$ cat config.mk
export PLATFORM = sky130hd
export DESIGN_NAME = branch_predictor
export DESIGN_NICKNAME = d
export VERILOG_FILES = /design/src/source/bpred_pkg.sv /design/src/source/return_address_stack.sv /design/src/source/branch_history_table.sv /design/src/source/branch_target_buffer.sv /design/src/source/branch_predictor.sv
export SDC_FILE = /design/constraint.sdc
export NUM_CORES = 2
export LEC_CHECK = 0
export BUFFER_PORTS_ARGS = -buffer_cell sky130_fd_sc_hd__buf_2
export CORE_MARGIN = 2
export CORE_UTILIZATION = 63
export CTS_CLUSTER_DIAMETER = 60
export DETAILED_ROUTE_END_ITERATION = 6
export HOLD_SLACK_MARGIN = 0.1
export PLACE_DENSITY = 0.8
export SKIP_LAST_GASP = 1
export SYNTH_ARGS = -nofsm -noshare
export SYNTH_HDL_FRONTEND = slang
export SYNTH_SLANG_ARGS = --single-unit
$ cat constraint.sdc
create_clock -name clk_i -period 7.1 [get_ports clk_i]
set_clock_uncertainty 0.05 [all_clocks]
set_input_delay 1.065 -clock clk_i [delete_from_list [all_inputs] [get_ports clk_i]]
set_output_delay 1.065 -clock clk_i [all_outputs]
set_load 0.05 [all_outputs]
$ cat src/source/bpred_pkg.sv
// Shared types and sizes for the fetch-stage branch predictor
// Every RTL file refers to these by scoped name (bpred_pkg::name)
// Covers the address width, the table geometries and the branch kinds
package bpred_pkg;

    // Physical address
    localparam int ADDR_WIDTH = 40;
    typedef logic [ADDR_WIDTH-1:0] addr_t;   // PCs, targets, return addresses

    // Sequential fetch step and the matching PC offset bits
    localparam int INSTR_BYTES = 4;
    localparam int PC_LSB      = 2;          // Bits 1:0 never index a table

    // Return address stack geometry
    localparam int RAS_INDEX_WIDTH = 4;
    localparam int RAS_ENTRIES     = 2 ** RAS_INDEX_WIDTH;
    typedef logic [RAS_INDEX_WIDTH-1:0] ras_ptr_t;   // Wraps modulo 16

    // Branch history table, indexed by PC bits 7:2
    localparam int BHT_INDEX_WIDTH = 6;
    localparam int BHT_ENTRIES     = 2 ** BHT_INDEX_WIDTH;
    typedef logic [BHT_INDEX_WIDTH-1:0] bht_index_t;

    // Two-bit saturating counter whose upper bit means taken
    typedef logic [1:0] sat_counter_t;
    localparam sat_counter_t SAT_RESET = 2'd1;       // Weakly not taken

    // Branch target buffer indexed by PC bits 6:2 with a tag of bits 39:7
    localparam int BTB_INDEX_WIDTH = 5;
    localparam int BTB_ENTRIES     = 2 ** BTB_INDEX_WIDTH;
    localparam int BTB_TAG_WIDTH   = ADDR_WIDTH - BTB_INDEX_WIDTH - PC_LSB;
    typedef logic [BTB_INDEX_WIDTH-1:0] btb_index_t;
    typedef logic [BTB_TAG_WIDTH-1:0]   btb_tag_t;

    // Control-flow kind as classified by decode
    typedef enum logic [2:0] {
        KIND_COND  = 3'd0,   // Conditional branch
        KIND_JUMP  = 3'd1,   // Plain jump
        KIND_CALL  = 3'd2,   // Call that pushes the return address
        KIND_RET   = 3'd3,   // Return that pops
        KIND_CORET = 3'd4    // Return that also calls with push and pop together
    } branch_kind_t;

endpackage

$ cat src/source/return_address_stack.sv
// Circular return address stack for call/return prediction
// Push stores at the head and advances it, pop steps the head back
// Push with pop in one cycle rewrites the current top at the same depth
// The head pointer wraps, so an overflow overwrites the oldest entry
`timescale 1ns/100ps

module return_address_stack (
    input  logic             clk_i,
    input  logic             rstn_i,
    input  logic             push_i,          // Call seen at execute
    input  logic             pop_i,           // Return seen at execute
    input  bpred_pkg::addr_t push_addr_i,     // Call PC plus one instruction
    output bpred_pkg::addr_t return_addr_o    // Current top of stack
);

    // Stack storage without reset
    bpred_pkg::addr_t  stack_q [bpred_pkg::RAS_ENTRIES];

    bpred_pkg::ras_ptr_t head_ptr_q;   // Next free slot
    bpred_pkg::ras_ptr_t top_ptr;      // Most recent push

    // Entry just below the head wraps from 0 to 15
    assign top_ptr = head_ptr_q - 1'b1;

    // Head pointer is the only reset state
    always_ff @(posedge clk_i) begin
        if (!rstn_i) begin
            head_ptr_q <= '0;
        end else if (push_i && !pop_i) begin
            head_ptr_q <= head_ptr_q + 1'b1;   // Grow
        end else if (pop_i && !push_i) begin
            head_ptr_q <= head_ptr_q - 1'b1;   // Shrink
        end
    end

    // Entry writes
    always_ff @(posedge clk_i) begin
        if (push_i && pop_i) begin
            // Co-routine return puts the new address in place of the old top
            stack_q[top_ptr] <= push_addr_i;
        end else if (push_i) begin
            stack_q[head_ptr_q] <= push_addr_i;
        end
    end

    // Combinational read of the top for the fetch-side prediction
    assign return_addr_o = stack_q[top_ptr];

endmodule

$ cat src/source/branch_history_table.sv
// Table of two-bit saturating counters for conditional branches
// Fetch reads the counter at PC bits 7:2 and gets its upper bit
// Execute trains the counter of a resolved conditional branch
// All counters start weakly not taken
`timescale 1ns/100ps

module branch_history_table (
    input  logic             clk_i,
    input  logic             rstn_i,
    input  bpred_pkg::addr_t pc_fetch_i,       // Lookup address
    output logic             predict_taken_o,  // Counter upper bit
    input  logic             train_i,          // Resolved conditional branch
    input  bpred_pkg::addr_t train_pc_i,       // PC of that branch
    input  logic             train_taken_i     // Its outcome
);

    // Counter array
    bpred_pkg::sat_counter_t counters_q [bpred_pkg::BHT_ENTRIES];

    bpred_pkg::bht_index_t   fetch_idx;
    bpred_pkg::bht_index_t   train_idx;
    bpred_pkg::sat_counter_t train_cnt;        // Counter being trained
    bpred_pkg::sat_counter_t train_cnt_next;   // After the saturating step

    // Word-aligned index slices
    assign fetch_idx = pc_fetch_i[bpred_pkg::PC_LSB +: bpred_pkg::BHT_INDEX_WIDTH];
    assign train_idx = train_pc_i[bpred_pkg::PC_LSB +: bpred_pkg::BHT_INDEX_WIDTH];

    assign train_cnt = counters_q[train_idx];

    // Saturating step
    always_comb begin
        train_cnt_next = train_cnt;
        if (train_taken_i) begin
            if (train_cnt != 2'd3) begin
                train_cnt_next = train_cnt + 2'd1;   // Toward strongly taken
            end
        end else begin
            if (train_cnt != 2'd0) begin
                train_cnt_next = train_cnt - 2'd1;   // Toward strongly not taken
            end
        end
    end

    // Every counter resets to weakly not taken
    always_ff @(posedge clk_i) begin
        if (!rstn_i) begin
            for (int i = 0; i < bpred_pkg::BHT_ENTRIES; i++) begin
                counters_q[i] <= bpred_pkg::SAT_RESET;
            end
        end else if (train_i) begin
            counters_q[train_idx] <= train_cnt_next;
        end
    end

    // Values 2 and 3 predict taken
    assign predict_taken_o = counters_q[fetch_idx][1];

endmodule

$ cat src/source/branch_target_buffer.sv
// Direct-mapped branch target buffer
// Each set keeps a valid bit, a tag of PC bits 39:7, a target and a kind
// Fetch does a combinational lookup by PC bits 6:2
// A write replaces the whole set, so aliasing branches evict each other
// Valid bits clear on reset; tag, target and kind hold no reset
`timescale 1ns/100ps

module branch_target_buffer (
    input  logic                    clk_i,
    input  logic                    rstn_i,
    input  bpred_pkg::addr_t        pc_fetch_i,      // Lookup address
    output logic                    hit_o,           // Valid and tag match
    output bpred_pkg::addr_t        target_o,        // Stored target
    output bpred_pkg::branch_kind_t kind_o,          // Stored branch kind
    input  logic                    write_i,         // Allocate or refresh
    input  bpred_pkg::addr_t        write_pc_i,      // Branch PC
    input  bpred_pkg::addr_t        write_target_i,  // Resolved target
    input  bpred_pkg::branch_kind_t write_kind_i     // Resolved kind
);

    // Per-set state
    logic                    valid_q  [bpred_pkg::BTB_ENTRIES];
    bpred_pkg::btb_tag_t     tag_q    [bpred_pkg::BTB_ENTRIES];
    bpred_pkg::addr_t        target_q [bpred_pkg::BTB_ENTRIES];
    bpred_pkg::branch_kind_t kind_q   [bpred_pkg::BTB_ENTRIES];

    // Lookup side
    bpred_pkg::btb_index_t fetch_idx;
    bpred_pkg::btb_tag_t   fetch_tag;

    // Write side
    bpred_pkg::btb_index_t write_idx;
    bpred_pkg::btb_tag_t   write_tag;

    // Index is bits 6:2, tag is everything above
    assign fetch_idx = pc_fetch_i[bpred_pkg::PC_LSB +: bpred_pkg::BTB_INDEX_WIDTH];
    assign fetch_tag = pc_fetch_i[bpred_pkg::ADDR_WIDTH-1 -: bpred_pkg::BTB_TAG_WIDTH];
    assign write_idx = write_pc_i[bpred_pkg::PC_LSB +: bpred_pkg::BTB_INDEX_WIDTH];
    assign write_tag = write_pc_i[bpred_pkg::ADDR_WIDTH-1 -: bpred_pkg::BTB_TAG_WIDTH];

    // Valid bits are the only reset state here
    always_ff @(posedge clk_i) begin
        if (!rstn_i) begin
            for (int i = 0; i < bpred_pkg::BTB_ENTRIES; i++) begin
                valid_q[i] <= 1'b0;
            end
        end else if (write_i) begin
            valid_q[write_idx] <= 1'b1;
        end
    end

    // Set payload is overwritten as a whole
    always_ff @(posedge clk_i) begin
        if (write_i) begin
            tag_q[write_idx]    <= write_tag;
            target_q[write_idx] <= write_target_i;
            kind_q[write_idx]   <= write_kind_i;
        end
    end

    // Combinational lookup
    assign hit_o    = valid_q[fetch_idx] && (tag_q[fetch_idx] == fetch_tag);
    assign target_o = target_q[fetch_idx];   // Only meaningful on a hit
    assign kind_o   = kind_q[fetch_idx];

endmodule

$ cat src/source/branch_predictor.sv
// Fetch-stage branch predictor built from a target buffer, history table and return stack
// Lookup is combinational from pc_fetch_i, same cycle as fetch
// Execute sends one resolved branch per cycle as a valid-qualified pulse
// Updates land at the next rising edge and a same-cycle lookup sees old state
`timescale 1ns/100ps

module branch_predictor (
    input  logic                    clk_i,
    input  logic                    rstn_i,
    input  bpred_pkg::addr_t        pc_fetch_i,       // Fetch PC
    output logic                    predict_taken_o,  // Redirect fetch
    output bpred_pkg::addr_t        predict_addr_o,   // Next fetch address
    input  logic                    update_valid_i,   // Qualifies the update
    input  bpred_pkg::addr_t        update_pc_i,      // Resolved branch PC
    input  bpred_pkg::branch_kind_t update_kind_i,    // Resolved kind
    input  logic                    update_taken_i,   // Resolved direction
    input  bpred_pkg::addr_t        update_target_i   // Resolved target
);

    // Update decode
    logic             btb_write;
    logic             bht_train;
    logic             ras_push;
    logic             ras_pop;
    bpred_pkg::addr_t ras_push_addr;   // Return address of the call

    // Lookup results
    logic                    btb_hit;
    bpred_pkg::addr_t        btb_target;
    bpred_pkg::branch_kind_t btb_kind;
    logic                    bht_taken;
    bpred_pkg::addr_t        ras_top;
    bpred_pkg::addr_t        pc_next_seq;   // Fall-through

    // Not-taken conditionals never need a target but everything else does
    assign btb_write = update_valid_i &&
                       (update_taken_i || (update_kind_i != bpred_pkg::KIND_COND));
    assign bht_train = update_valid_i && (update_kind_i == bpred_pkg::KIND_COND);
    assign ras_push  = update_valid_i && ((update_kind_i == bpred_pkg::KIND_CALL) ||
                                          (update_kind_i == bpred_pkg::KIND_CORET));
    assign ras_pop   = update_valid_i && ((update_kind_i == bpred_pkg::KIND_RET) ||
                                          (update_kind_i == bpred_pkg::KIND_CORET));

    assign ras_push_addr = update_pc_i + bpred_pkg::addr_t'(bpred_pkg::INSTR_BYTES);
    assign pc_next_seq   = pc_fetch_i + bpred_pkg::addr_t'(bpred_pkg::INSTR_BYTES);

    branch_target_buffer u_btb (
        .clk_i          (clk_i),
        .rstn_i         (rstn_i),
        .pc_fetch_i     (pc_fetch_i),
        .hit_o          (btb_hit),
        .target_o       (btb_target),
        .kind_o         (btb_kind),
        .write_i        (btb_write),
        .write_pc_i     (update_pc_i),
        .write_target_i (update_target_i),
        .write_kind_i   (update_kind_i)
    );

    branch_history_table u_bht (
        .clk_i           (clk_i),
        .rstn_i          (rstn_i),
        .pc_fetch_i      (pc_fetch_i),
        .predict_taken_o (bht_taken),
        .train_i         (bht_train),
        .train_pc_i      (update_pc_i),
        .train_taken_i   (update_taken_i)
    );

    return_address_stack u_ras (
        .clk_i         (clk_i),
        .rstn_i        (rstn_i),
        .push_i        (ras_push),
        .pop_i         (ras_pop),
        .push_addr_i   (ras_push_addr),
        .return_addr_o (ras_top)
    );

    // Prediction select where a miss falls through to PC plus 4
    always_comb begin
        predict_taken_o = 1'b0;
        predict_addr_o  = pc_next_seq;
        if (btb_hit) begin
            case (btb_kind)
                bpred_pkg::KIND_COND: begin
                    predict_taken_o = bht_taken;   // Direction from the counter
                    if (bht_taken) begin
                        predict_addr_o = btb_target;
                    end
                end
                bpred_pkg::KIND_JUMP, bpred_pkg::KIND_CALL: begin
                    predict_taken_o = 1'b1;
                    predict_addr_o  = btb_target;
                end
                bpred_pkg::KIND_RET, bpred_pkg::KIND_CORET: begin
                    predict_taken_o = 1'b1;
                    predict_addr_o  = ras_top;     // Stack top, not the stored target
                end
                default: begin
                    predict_taken_o = 1'b0;        // Unused encodings fall through
                end
            endcase
        end
    end

endmodule

==> reports/results.ini <==
[outcome]
status=finished with violations
violations=DRC, capacitance limit, slew limit

[timing]
tns_ns=0
period_needed_ns=6.90
max_clock_freq_mhz=145
maxSlewHeadroom=-0.00391
period_share=0.972
grt_setup_unrepaired=no
slew_violations=13
hold_violations=0
worstMarginPinSlew_ns=1.50
setup_viol_count_final=0

[clocking]
htreeDepth=5
cts_resized=0
clock_path_buffers=4
cts_hold_buf=0
cts_tree=done
cts_root_buf=clkbuf_16
insertion_delay_ns=0.95
cts_inserted_buffers=330
cts_num_sinks=3236
cts_setup_buffers=0
clk_pin_slew_ns=0.05

[floorplan]
die_area_um2=207000
coreArea_um2=202000
rows=165
die_h_um=455
die_x_um=455
start_util=0.634
io_pins=168

[drt]
drc=41
drtIter0Drc=14072
wl_per_cell_um=39.1
num_vias=72474
final_antenna_net_count=0
wirelength_mm=380
dr.pass1.iters=7
vias_per_cell=7.47

[worst_hold_path]
worstHoldPathType=flip-flop to flip-flop
hold_depth=1
hp-start=u_btb.valid_q[9]
min_to=u_btb.valid_q[9]

[setup_path]
crit_top_cell=buf_4
critPathCaptureType=output pin
slowest_stage=nor3_1
r2r_end=u_ras.stack_q[0][33]
slowest_delay_ns=1.13
worstSetupPathType=primary input to output pin
timing.critical_path.buf_inv=6
crit_required_ns=5.98
crit_family=simple AND/OR/NAND/NOR gates
r2r_slack_ns=2.66
critPathLaunchType=primary input
arrival_ns=5.78
rr_worst_depth=6
cp_cell_sequence=buf_8 -> buf_12 -> buf_4 -> mux4_2 -> o22ai_1 -> nor4_1 -> nand2_1 -> nand2_4 -> buf_4 -> nor3_1 -> buf_4 -> a21oi_1 -> o22ai_1 -> buf_12
reg2reg_from=u_ras.head_ptr_q[0]
cp_max_fo=43

[synthesis]
synth.most_common_cell=edfxtp_1
synth_area_um2=128000
synth-edff-count=3200
synth.area.top_cells=edfxtp_1 (75%), mux4_2 (12%), mux2i_1 (3.8%)
ys_top_cells_by_count=edfxtp_1 (3200), mux4_2 (663), mux2i_1 (484)
synth-seq-area-share=0.755
synth_nets=6554
netlist.area_leader.share=0.750
yosys_warnings=0
synth-seq-cells=3236
avgSynthCellArea_um2=20.0
synth_cell_types=68
synth_top_area_cell=edfxtp_1
ys_async_sr_fraction=0
netlist_instances=6418
ys.flop_type=edfxtp_1

[placed_design]
hpwl_mm=194
placed_cell_area_um2=134000
gp_congestion=0.923
portBuffers=167

[global_routing]
first_global_vias=71257
grt_max_degree=102
antenna_found_initial=38
grt_use_total=0.368
grt_pass1_wl_mm=528
grt-ovfl-total=0

[pwr]
p_sw_frac=0.234
p_switching_mw=9.69
leakage_nw=46.0
p_per_area_nw_per_um2=288
combPwrFrac=0.091
clockPowerShare=0.395
peakVddDrop_v=0.000322
seqPwrFrac=0.514
p_int_mw=31.8

[cells_and_area]
drive_above_1_share=0.227
multi_input_area_um2=30100
finalInstanceArea_um2=144000
fill_cells=11146
nets=6897
regArea_um2=96800
area_growth_pct=12.1

[run]
maxCapViolCount=1

==> flip-flops by register name, indices dropped and copies added, names as in the netlist <==
name              flops
u_bht.counters_q    128
u_btb.tag_q        1056
u_btb.valid_q        32
u_btb.target_q     1280
u_ras.stack_q       640
u_ras.head_ptr_q      4
u_btb.kind_q         96
==> through the flow <==
| stage | power (mW) | cells | utilization | setup slack [ns] | hold WS [ns] |
|---|---|---|---|---|---|
| finish | 41.5 | 9700 | 0.711 | 0.201 | 0.417 |
| global route | 42.2 | 9690 | 0.711 | 0.116 | 0.429 |
| floorplan | 23.7 | 6418 | - | 0.622 | 0.385 |
| detailed placement | 25.3 | 9100 | 0.661 | 0.510 | 0.401 |
| CTS | 41.4 | 9674 | 0.710 | 0.271 | 0.414 |
| global placement | 25.2 | 9099 | 0.661 | 0.518 | 0.391 |
==> final cells by class <==
class / instances / area share
tap: 2672 / 0.0233
inverter: 16 / 0.000487
clock inverter: 145 / 0.00747
sequential: 3236 / 0.673
multi-input combinational: 2776 / 0.209
timing repair buffer: 401 / 0.0240
clock buffer: 429 / 0.0616
antenna: 25 / 0.000435
==> layout by cell type (no fill, tap or decap), types with 8 or more instances in the layout <==
cell / synthesis / routed
edfxtp_1: 3200 / 3200
mux4_2: 663 / 663
mux2i_1: 484 / 484
clkbuf_16: 0 / 339
nand2_1: 231 / 230
nand3_1: 193 / 193
a22oi_1: 184 / 184
buf_4: 30 / 176
buf_2: 103 / 157
nor2_1: 171 / 119
a221oi_1: 106 / 106
a21oi_1: 105 / 104
clkbuf_1: 189 / 87
o21ai_0: 85 / 85
nor3_1: 80 / 76
clkinv_1: 1 / 72
o22ai_1: 68 / 68
buf_12: 0 / 65
xor2_1: 54 / 52
nor2_4: 0 / 50
xnor2_1: 54 / 47
clkinv_2: 0 / 43
o21a_1: 36 / 36
dfxtp_1: 36 / 35
and2_1: 34 / 32
and3_1: 27 / 27
diode_2: 0 / 25
mux2_2: 22 / 22
nand4_1: 21 / 21
a211oi_1: 19 / 19
nor4_1: 16 / 16
bufinv_16: 0 / 15
inv_1: 13 / 12
nor2b_1: 13 / 11
nand2b_1: 10 / 10
ha_1: 9 / 8
==> how the worst max path moves through the flow <==
stage | from | endpoint | cells after the start
after floorplan | update_pc_i[4] | u_btb.kind_q[28][0] | 7
after global placement | pc_fetch_i[2] | predict_addr_o[32] | 14
after detailed placement | pc_fetch_i[2] | predict_addr_o[32] | 14
after CTS | u_ras.head_ptr_q[0] | predict_addr_o[10] | 10
after global routing | pc_fetch_i[2] | predict_addr_o[28] | 15
final | pc_fetch_i[2] | predict_addr_o[25] | 14
==> cells by family (layout without fill, tap and decap cells) <==
| kind of cell | count (synthesis) | count (layout) | synth area share |
|---|---|---|---|
| AO/OA/AOI/OAI | 659 | 659 | 0.0356 |
| buffers and inverters | 406 | 991 | 0.0141 |
| multiplexers | 1169 | 1169 | 0.156 |
| flip-flops | 3236 | 3236 | 0.755 |
| adder cells (fa/ha/maj) | 11 | 11 | 0.00103 |
| AND/OR/NAND/NOR | 829 | 829 | 0.0305 |
| XOR/XNOR | 108 | 108 | 0.00738 |
| other | 0 | 25 | 0 |
==> worst reg2reg max path, stage by stage, from the launching register on <==
cell     delay (ns)
dfxtp_4        0.74
inv_1          0.24
ha_4           0.98
and3_1         0.28
o21ai_0        0.37
nor2_4         0.83
buf_4          0.58
==> power groups by stage <==
stage / Clock (mW) / Combinational [mW] / Sequential (mW)
3_3_place_gp: 0 / 3.50 / 21.7
4_1_cts: 16.4 / 3.64 / 21.3
5_1_grt: 17.1 / 3.81 / 21.3
6_report: 16.4 / 3.75 / 21.3
3_5_place_dp: 0 / 3.57 / 21.7
2_1_floorplan: 0 / 1.98 / 21.7
==> routing by layer <==
layer | up-vias | global-route usage | share of wire
met1 | 36671 | 0.475 | 0.32
met3 | 1342 | 0.103 | 0.14
met2 | 7065 | 0.555 | 0.46
met5 | - | 0 | 0.00032
met4 | 18 | 0.244 | 0.077
li1 | 27378 | - | -
Note: power is estimated with default switching activity, not from simulation.
